## config.mk

```make
export PLATFORM = sky130hd
export DESIGN_NAME = scan_sequencer
export DESIGN_NICKNAME = d
export VERILOG_FILES = /design/src/rtl/mem_pkg.sv /design/src/rtl/scan_sequencer.sv
export SDC_FILE = /design/constraint.sdc
export NUM_CORES = 1
export LEC_CHECK = 0
export BUFFER_PORTS_ARGS = -buffer_cell sky130_fd_sc_hd__buf_2
export CAP_MARGIN = 20
export CORE_UTILIZATION = 43
export CTS_CLUSTER_DIAMETER = 50
export DETAILED_ROUTE_END_ITERATION = 10
export GPL_TIMING_DRIVEN = 0
export PLACE_DENSITY = 0.82
export SYNTH_ARGS = -nofsm -noshare
export SYNTH_HDL_FRONTEND = slang
export SYNTH_SLANG_ARGS = --single-unit
```

## constraint.sdc

```tcl
create_clock -name clk_1 -period 1.7 [get_ports clk_1]
set_input_delay 0.425 -clock clk_1 [delete_from_list [all_inputs] [get_ports clk_1]]
set_output_delay 0.425 -clock clk_1 [all_outputs]
set_load 0.02 [all_outputs]
```

## src/rtl/mem_pkg.sv

```systemverilog
`default_nettype none

package mem_pkg;

    localparam int BYTE_ADDR_W = 12;
    localparam int WORD_ADDR_W = 10;
    localparam int LANES       = 4;
    localparam int WORD_W      = 32;
    localparam int CNT_W       = 8;
    localparam int HDR_W       = 1 + CNT_W + WORD_ADDR_W;

    // One-hot store controls, any other code is no write
    localparam logic [2:0] STORE_BYTE = 3'b001;
    localparam logic [2:0] STORE_HALF = 3'b010;
    localparam logic [2:0] STORE_WORD = 3'b100;

    typedef logic [BYTE_ADDR_W-1:0] byte_addr_t;
    typedef logic [WORD_ADDR_W-1:0] word_addr_t;
    typedef logic [WORD_W-1:0]      data_word_t;
    typedef logic [7:0]             lane_byte_t;
    typedef logic [LANES-1:0]       lane_mask_t;
    typedef logic [2:0]             store_ctrl_t;
    typedef logic [CNT_W-1:0]       word_cnt_t;

    typedef enum logic [2:0] {
        SCAN_HEADER,
        SCAN_WR_SHIFT,
        SCAN_WR_COMMIT,
        SCAN_RD_FETCH,
        SCAN_RD_LOAD,
        SCAN_RD_SHIFT,
        SCAN_DONE
    } scan_state_t;

endpackage

`default_nettype wire

```

## src/rtl/scan_sequencer.sv

```systemverilog
`timescale 1ns/1ps
`default_nettype none

module scan_sequencer (
    input  wire                      clk_1,
    input  wire                      rst_n_sync,
    input  wire                      scan_en,
    input  wire                      hdr_we,
    input  wire mem_pkg::word_addr_t hdr_addr,
    input  wire                      hdr_full,
    input  wire                      word_full,
    input  wire                      last_word,
    output logic                     scan_active,
    output logic                     scan_bank_en,
    output logic                     scan_bank_we,
    output mem_pkg::word_addr_t      scan_word_addr,
    output logic                     bit_clr,
    output logic                     bit_step,
    output logic                     word_load,
    output logic                     word_step,
    output logic                     hdr_shift,
    output logic                     data_shift,
    output logic                     out_load,
    output logic                     out_shift,
    output logic                     scan_valid
);
    import mem_pkg::*;

    scan_state_t state_q;
    scan_state_t state_d;
    word_addr_t  addr_q;

    always_comb begin
        state_d      = state_q;
        bit_clr      = 1'b0;
        bit_step     = 1'b0;
        word_load    = 1'b0;
        word_step    = 1'b0;
        hdr_shift    = 1'b0;
        data_shift   = 1'b0;
        out_load     = 1'b0;
        out_shift    = 1'b0;
        scan_bank_en = 1'b0;
        scan_bank_we = 1'b0;
        if (!scan_en) begin
            state_d = SCAN_HEADER;
            bit_clr = 1'b1;
        end else begin
            case (state_q)
                SCAN_HEADER: begin
                    hdr_shift = 1'b1;
                    bit_step  = 1'b1;
                    // Last header bit arrives on this edge
                    if (hdr_full) begin
                        bit_clr   = 1'b1;
                        word_load = 1'b1;
                        state_d   = hdr_we ? SCAN_WR_SHIFT : SCAN_RD_FETCH;
                    end
                end
                SCAN_WR_SHIFT: begin
                    data_shift = 1'b1;
                    bit_step   = 1'b1;
                    if (word_full) begin
                        bit_clr = 1'b1;
                        state_d = SCAN_WR_COMMIT;
                    end
                end
                SCAN_WR_COMMIT: begin
                    scan_bank_en = 1'b1;
                    scan_bank_we = 1'b1;
                    if (last_word) begin
                        state_d = SCAN_DONE;
                    end else begin
                        word_step = 1'b1;
                        state_d   = SCAN_WR_SHIFT;
                    end
                end
                SCAN_RD_FETCH: begin
                    scan_bank_en = 1'b1;
                    state_d      = SCAN_RD_LOAD;
                end
                SCAN_RD_LOAD: begin
                    out_load = 1'b1;
                    state_d  = SCAN_RD_SHIFT;
                end
                SCAN_RD_SHIFT: begin
                    out_shift = 1'b1;
                    bit_step  = 1'b1;
                    if (word_full) begin
                        bit_clr = 1'b1;
                        if (last_word) begin
                            state_d = SCAN_DONE;
                        end else begin
                            word_step = 1'b1;
                            state_d   = SCAN_RD_FETCH;
                        end
                    end
                end
                SCAN_DONE: begin
                    state_d = SCAN_DONE;
                end
                default: begin
                    state_d = SCAN_HEADER;
                end
            endcase
        end
    end

    always_ff @(posedge clk_1 or negedge rst_n_sync) begin
        if (!rst_n_sync) begin
            state_q <= SCAN_HEADER;
            addr_q  <= '0;
        end else begin
            state_q <= state_d;
            if (word_load) begin
                addr_q <= hdr_addr;
            end else if (word_step) begin
                addr_q <= addr_q + 1'b1;
            end
        end
    end

    assign scan_active    = scan_en;
    assign scan_word_addr = addr_q;
    assign scan_valid     = (state_q == SCAN_RD_SHIFT);

endmodule

`default_nettype wire

```

## Word level (Yosys, flattened, before mapping)

Index checks and enable logic that the tools add are counted.

- Flip-flop bits (word level): 13
- Bits of input ports: 17
- Logic and storage cells: 52

- $add $sub $neg: 1
- Eq/ne operators: 9
- Multiplexer cells: 34
- Reductions and logical operators: 6

Operators with widths:

| cell | count |
|---|---|
| 2-to-1 mux 1 bit | 22 |
| one-hot mux 3 bit (7 select lines) | 1 |
| 2-to-1 mux 10 bit | 2 |
| 2-to-1 mux 3 bit | 6 |
| adder 10 x 1 -> 10 bit (second input constant) | 1 |
| == test 3 bit (second input constant) | 3 |
| inequality test 3 bit (second input constant) | 3 |
| == test 3 x 2 -> 1 bit (second input constant) | 2 |
| one-hot mux 1 bit (2 select lines) | 2 |
| OR reduction 2 bit | 2 |
| == test 3 x 1 -> 1 bit (second input constant) | 1 |
| logical NOT 3 bit | 1 |
| AND reduction 3 bit | 1 |
| OR reduction 3 bit | 1 |
| 2-to-1 mux 2 bit | 1 |
| nonzero test 2 bit | 1 |

## Logic depth before layout (Yosys ltp)

Gate-level depths: netlist of the first run.

- Word-level depth: 6
- Gate-level depth with buffers: 6
- Gate-level depth less buffers: 5

## Worst setup path before layout of the first run

Ideal clock, no wire load.

- Path kind: reg2out
- Start: register state_q[0]
- End: output port word_load
- Arrival: 2.007 ns
- Data required time: 1.275 ns
- Setup slack: -0.732 ns
- Stages on the path, launching flop included: 6
- Path buffers: 2
- Cells stage by stage: dfrtp_1 buf_2 nor4b_1 nand2_1 clkbuf_1 inv_1

- Word-level cells in the longest chain between the ends: 3

RTL lines:

| element | line | text |
|---|---|---|
| start, declared | scan_sequencer.sv:29 | `scan_state_t state_q;` |
| start signal, assigned | scan_sequencer.sv:114 | `state_q <= state_d;` |
| logical NOT 3 bit | scan_sequencer.sv:49 | `case (state_q)` |
| 2-to-1 mux 1 bit | scan_sequencer.sv:49 |  |
| 2-to-1 mux 1 bit | scan_sequencer.sv:45 | `if (!scan_en) begin` |
| end, declared | scan_sequencer.sv:19 | `output logic word_load,` |

Every way passes these cells.

## Worst setup path after layout of the first run

Same ends and word-level chain as after synthesis.

==> results.py, run 1 <==
metrics = {
    "outcome": {
        "status": "finished, violations left",
        "violations": "negative setup slack",
    },
    "cts": {
        "path_clk_slew_ps": 90,
        "clk_path_buf_depth": 2,
        "holdBufCountCts": 0,
        "cts_tree": "done",
        "clock-sinks": 13,
        "insertion_delay_ps": 290,
        "cts-buffers-inserted": 3,
        "cts_htree_levels": 1,
        "cts_root_buf": "clkbuf_4",
    },
    "sta": {
        "finalHoldViolCount": 0,
        "rsz0062_at_grt": "yes",
        "fin_crit_sh_pct": 118,
        "max_slew_margin_pct": 70.9,
        "setup_ws_ps": -308,
        "fin_crit_ps": 2010,
        "worst_pin_slew_ps": 435,
        "final.setup_skew_ps": 7.70,
        "fmax_mhz": 498,
        "slew_violations": 0,
        "setup_viol": 16,
    },
    "yosys": {
        "synth_edf_count": 0,
        "synth_area_sq_um": 978,
        "synth-compound-area-share_pct": 27.9,
        "synth.ff_latch_count": 13,
        "synthCells": 108,
        "yosys.area.top_type": "dfrtp_1",
        "synthSimpleGateAreaFrac_pct": 21.0,
        "yosysWarnings": 0,
        "synth_area_leaders": "dfrtp_1 (33%), a2111oi_4 (8.4%), xnor2_1 (7.2%)",
        "synth.top_cell.area_share_pct": 33.2,
        "synth-seq-area-share_pct": 33.2,
        "yosys_most_used_dff": "dfrtp_1",
        "synth_cell_type_count": 32,
        "async_reset_ff_share_pct": 100,
        "syn_avg_cell_area_sq_um": 9.06,
        "synth_top_family_by_area": "compound AO/OA/AOI/OAI gates",
        "synthAdderAreaFrac_pct": 1.28,
        "syn_nets": 126,
        "synth.mux.area_fraction_pct": 3.07,
        "synthXorXnorAreaFrac_pct": 7.16,
    },
    "worst_setup_path": {
        "start_kind": "register",
        "crit_buf_inv": 4,
        "critPathMaxStageDelay_ps": 420,
        "end_kind": "output port",
        "startpoint": "state_q[0]$_DFFE_PN0P_",
        "cp-endpoint": "word_load",
        "path_class": "reg -> out",
        "r2r_setup_slack_ps": -80,
        "cpMostUsedCell": "buf_6",
        "cp_top_family": "buffers and inverters",
        "critPathArrivalTime_ps": 1580,
        "path_max_fanout": 3,
        "cp.required_ps": 1270,
        "r2r_end": "scan_word_addr[8]$_DFFE_PN0P_",
        "path_cells": "buf_6 -> nor4b_4 -> nand2_1 -> clkbuf_8 -> clkinv_4 -> buf_6",
        "reg2regPathDepth": 7,
        "r2r-start": "state_q[0]$_DFFE_PN0P_",
        "cp_slowest_cell": "dfrtp_1",
        "path_depth": 6,
    },
    "final_layout": {
        "multiInputGateArea_sq_um": 706,
        "fin_util_pct": 77.1,
        "drive_above_1_share_pct": 54.2,
        "syn2layout_area_growth_pct": 60.9,
        "regArea_sq_um": 328,
        "antenna_cells": 0,
        "nNetsFinal": 185,
        "fill_cells": 151,
    },
    "floorplan": {
        "die_height_microns": 49.7,
        "rows": 16,
        "core_area_sq_mm": 0.00204,
        "io_pins": 39,
        "initial_core_util_pct": 47.9,
        "die_x_microns": 49.7,
        "die-area_sq_mm": 0.00247,
    },
    "drt": {
        "post-route-drc-count": 0,
        "wl_microns": 3180,
        "vias": 1094,
        "final_antenna_net_count": 0,
        "drt_first_pass_iters": 4,
        "drt_iter0_drc": 18,
        "wl_per_cell_microns": 16.5,
        "vias_per_cell": 5.67,
    },
    "placement": {
        "place_congestion": 0.822,
        "io_buffer_count": 38,
        "hpwl_microns": 1730,
    },
    "pwr": {
        "powerDensity_mw_per_mm2": 1620,
        "cellLeakagePower_nw": 0.667,
        "ir_drop_v": 0.00102,
        "power_w": 0.00254,
    },
    "global_route": {
        "grt_pass1_vias": 967,
        "grt.total_usage_pct": 23.7,
        "grt_max_degree": 14,
        "grt_remaining_overflow": 0,
        "grt_pass1_wl_microns": 4400,
        "antenna_found_initial": 0,
    },
    "hold_path": {
        "hold_path.class": "in -> async",
    },
    "job": {
        "maxCapViolCount": 0,
    },
}
[metrics by stage]
| step | setup TNS, ps | setup slack (ps) | instance area [sq um] | hold slack, ps | cells |
|---|---|---|---|---|---|
| after floorplan | -148 | -68.3 | 1040 | 129 | 108 |
| after global placement | -965 | -200 | 1270 | 327 | 173 |
| after detailed placement | -1400 | -232 | 1270 | 329 | 173 |
| after CTS | -2120 | -283 | 1490 | 3.17 | 190 |
| after global routing | -3730 | -362 | 1570 | 16.3 | 193 |
| final | -2730 | -308 | 1570 | 4.95 | 193 |
[Yosys cell counts, types with 2 or more instances]
library cell	n
a21oi_1	13
dfrtp_1	13
nor2_1	12
xnor2_1	8
inv_1	6
nand2_1	6
a211oi_1	4
clkbuf_1	4
nand3_1	4
nor3_1	4
a2111oi_4	3
mux2i_1	3
o21ai_0	3
a2bb2oi_1	2
and2_1	2
buf_2	2
buf_4	2
nand2b_1	2
nor4b_1	2
[placed cells by master, fill, tap and decap left out, types with 4 or more instances in the layout]
cell type / Yosys / final
nand2_1: 6 / 6
nand3_1: 4 / 4
buf_4: 2 / 19
buf_2: 2 / 28
clkbuf_4: 0 / 4
nor2_1: 12 / 11
a21oi_1: 13 / 12
xnor2_1: 8 / 8
buf_6: 0 / 11
dfrtp_1: 13 / 11
[layout make-up]
cell class	count	area share [%]
Tap cell	27	2.15
Sequential cell	13	20.8
Multi-Input combinational cell	81	44.8
Clock buffer	3	1.43
Inverter	6	1.99
Buffer	7	3.90
Timing Repair Buffer	55	24.6
Clock inverter	1	0.318
[timing repair]
action,4_1_cts,5_1_grt
endpoints found under the hold margin,0,0
gates resized for setup,32,18
setup endpoints to repair,18,22
buffers inserted,13,4
pin swaps,11,8
[where the power goes]
part | leakage (nW) | switching [W] | internal, W
sequential | 0.145 | 0.000188 | 0.000448
combinational | 0.505 | 0.000959 | 0.000740
clock | 0.0177 | 0.000121 | 0.0000877
[registers in the layout, indices dropped and copies added, names as in the netlist]
name            cells
scan_word_addr     10
state_q             3
[how the worst min path moves through the flow]
stage | from | endpoint
floorplan | rst_n_sync | scan_word_addr[0]$_DFFE_PN0P_
global placement | rst_n_sync | scan_word_addr[4]$_DFFE_PN0P_
detailed placement | rst_n_sync | scan_word_addr[2]$_DFFE_PN0P_
CTS | rst_n_sync | scan_word_addr[6]$_DFFE_PN0P_
global route | rst_n_sync | scan_word_addr[6]$_DFFE_PN0P_
finish | rst_n_sync | scan_word_addr[6]$_DFFE_PN0P_
[logic make-up after synthesis]
kind of cell	Yosys count
AOI/OAI and AO/OA	32
xor gates and xnor gates	8
adders and majority gates	1
buffers and inverters	14
DFF	13
muxes	3
and+or+nand+nor	37
[metal layers]
layer | part of all wire (%) | global-route usage, %
met4 | 1.6 | 8.57
met2 | 51 | 38.5
met1 | 41 | 30.0
met3 | 6.5 | 6.48
met5 | 0 | 0
No activity file was read; power rests on OpenSTA's default activity.
==> run 2: changes to the inputs <==
--- a/config.mk
+++ b/config.mk
@@ -12,6 +12,7 @@
 export DETAILED_ROUTE_END_ITERATION = 10
 export GPL_TIMING_DRIVEN = 0
 export PLACE_DENSITY = 0.82
+export SETUP_SLACK_MARGIN = 0.1
 export SYNTH_ARGS = -nofsm -noshare
 export SYNTH_HDL_FRONTEND = slang
 export SYNTH_SLANG_ARGS = --single-unit
==> constraint.sdc (replaced) <==
create_clock -name clk_1 -period 1.7 [get_ports clk_1]
set_input_delay 0.085 -clock clk_1 [delete_from_list [all_inputs] [get_ports clk_1]]
set_output_delay 0.085 -clock clk_1 [all_outputs]
set_load 0.02 [all_outputs]
==> results.py, run 2 (synthesis results as in run 1) <==
metrics = {
    "pwr": {
        "powerDensity_mw_per_mm2": 1610,
        "power_w": 0.00229,
        "cellLeakagePower_nw": 0.624,
        "ir_drop_v": 0.000999,
    },
    "hold_path": {
        "hold_path.class": "in -> reg",
    },
    "worst_setup_path": {
        "cp_slowest_cell": "dfrtp_2",
        "cp_top_family": "flip-flops",
        "path_class": "reg -> reg",
        "start_kind": "register",
        "path_cells": "or3b_4 -> buf_8 -> a211oi_1 -> xnor2_1 -> a21oi_1",
        "crit_buf_inv": 1,
        "end_kind": "register",
        "path_max_fanout": 8,
        "critPathMaxStageDelay_ps": 450,
        "cp.required_ps": 1870,
        "critPathArrivalTime_ps": 1860,
    },
    "final_layout": {
        "final_common_cell": "buf_2",
        "nNetsFinal": 179,
        "largest_register_ffs": 10,
        "syn2layout_area_growth_pct": 45.4,
        "final_cell_mix": "buf_2 (35), a21oi_1 (13), buf_4 (11), dfrtp_1 (11), nor2_1 (10)",
        "antenna_cells": 0,
        "fill_cells": 170,
        "drive_above_1_share_pct": 45.0,
        "design_area_sq_mm": 0.00142,
    },
    "sta": {
        "finalHoldViolCount": 0,
        "slew_violations": 0,
        "final.setup_skew_ps": 2.25,
        "rsz0062_at_grt": "yes",
        "fin_crit_sh_pct": 99.3,
        "fmax_mhz": 593,
        "setup_tns_ps": 0,
        "worst_pin_slew_ps": 438,
        "max_slew_margin_pct": 70.8,
        "setup_ws_ps": 12.5,
        "fin_crit_ps": 1690,
        "setup_viol": 0,
    },
    "cts": {
        "cts-buffers-inserted": 3,
        "path_clk_slew_ps": 80,
        "cts_tree": "done",
        "cts_htree_levels": 1,
        "clk_path_buf_depth": 2,
        "insertion_delay_ps": 280,
        "clock-sinks": 13,
        "cts_root_buf": "clkbuf_4",
    },
    "global_route": {
        "antenna_found_initial": 0,
        "grt_max_degree": 14,
        "use_met1_pct": 28.6,
        "grt_util_met2_pct": 36.7,
        "grt_busiest_layer": "met2",
        "grt_pass1_vias": 996,
        "grt_util_met3_pct": 4.32,
        "grt_pass1_wl_microns": 4350,
        "grt.total_usage_pct": 22.9,
        "grt_remaining_overflow": 0,
    },
    "drt": {
        "wl_microns": 2650,
        "drt_iter0_drc": 13,
        "wl_per_cell_microns": 14.2,
        "vias": 1004,
        "drt_first_pass_iters": 4,
        "final_antenna_net_count": 0,
        "post-route-drc-count": 0,
        "vias_per_cell": 5.37,
    },
    "floorplan": {
        "die_x_microns": 49.7,
        "io_pins": 39,
        "rows": 16,
        "core_area_sq_mm": 0.00204,
        "initial_core_util_pct": 47.9,
        "die_height_microns": 49.7,
        "die-area_sq_mm": 0.00247,
    },
    "job": {
        "maxCapViolCount": 0,
    },
    "placement": {
        "dpl_cell_area_sq_mm": 0.00124,
        "io_buffer_count": 38,
        "place_congestion": 0.855,
        "dp_slack_ps": -18.7,
        "hpwl_microns": 1760,
    },
    "outcome": {
        "status": "finished clean",
    },
}
[run 2: layout make-up]
| type | count | area [sq um] | area share (%) |
|---|---|---|---|
| inverters | 6 | 22.5 | 1.58 |
| multi-input cells | 81 | 639 | 44.9 |
| flip-flops and latches | 13 | 328 | 23.0 |
| well taps | 27 | 33.8 | 2.37 |
| plain buffers | 7 | 66.3 | 4.66 |
| clock buffers | 4 | 26.3 | 1.85 |
| repair buffers | 49 | 307 | 21.5 |
[run 2: stage by stage]
stage          instances  util [%]  hold slack, ps
2_1_floorplan        108         -            -211
3_3_place_gp         173      60.8           -17.4
3_5_place_dp         173      60.8           -13.5
4_1_cts              184      66.4            12.6
5_1_grt              187      69.7            14.7
6_report             187      69.7            19.5
[run 2: routing by layer]
layer | routed length (microns) | share of wire (%) | vias to the layer above
met4 | 25 | 0.94 | 0
li1 | - | - | 493
met2 | 1360 | 51 | 42
met5 | 0 | 0 | -
met1 | 1130 | 42 | 467
met3 | 142 | 5.4 | 2
[run 2: power breakdown]
part | internal [W] | total (W) | switching, W
Sequential | 0.000448 | 0.000627 | 0.000179
Combinational | 0.000643 | 0.00146 | 0.000821
Clock | 0.0000912 | 0.000195 | 0.000104
Total | 0.00118 | 0.00229 | 0.00110
[run 2: path summary, 6_finish.rpt]
| kind | from | end | slack, ps | cells after the start |
|---|---|---|---|---|
| min in group asynchronous | rst_n_sync | state_q[2]$_DFFE_PN0P_ | 230 | 2 |
| hold / removal | hdr_addr[9] | scan_word_addr[9]$_DFFE_PN0P_ | 20 | 3 |
| setup reg to reg | state_q[2]$_DFFE_PN0P_ | scan_word_addr[4]$_DFFE_PN0P_ | 10 | 5 |
| max in group asynchronous | rst_n_sync | state_q[1]$_DFFE_PN0P_ | 1230 | 2 |
| setup / recovery | state_q[2]$_DFFE_PN0P_ | scan_word_addr[4]$_DFFE_PN0P_ | 10 | 5 |
| hold reg to reg | scan_word_addr[8]$_DFFE_PN0P_ | scan_word_addr[8]$_DFFE_PN0P_ | 600 | 2 |
[run 2: what timing repair did]
item / 4_1_cts / 5_1_grt
resized for setup: 12 / 13
hold buffers: 1 / 0
endpoints found under the hold margin: 13 / 0
pin swaps: 4 / 6
setup endpoints to repair: 15 / 18
buffers inserted: 6 / 4
[run 2: worst reg2reg max path, delay by kind of cell, from the launching register on]
| kind | cells | cell delay (ps) |
|---|---|---|
| buf+inv | 1 | 160 |
| compound gates | 2 | 410 |
| xor+xnor | 1 | 160 |
| simple gates | 1 | 390 |
| flops | 1 | 450 |
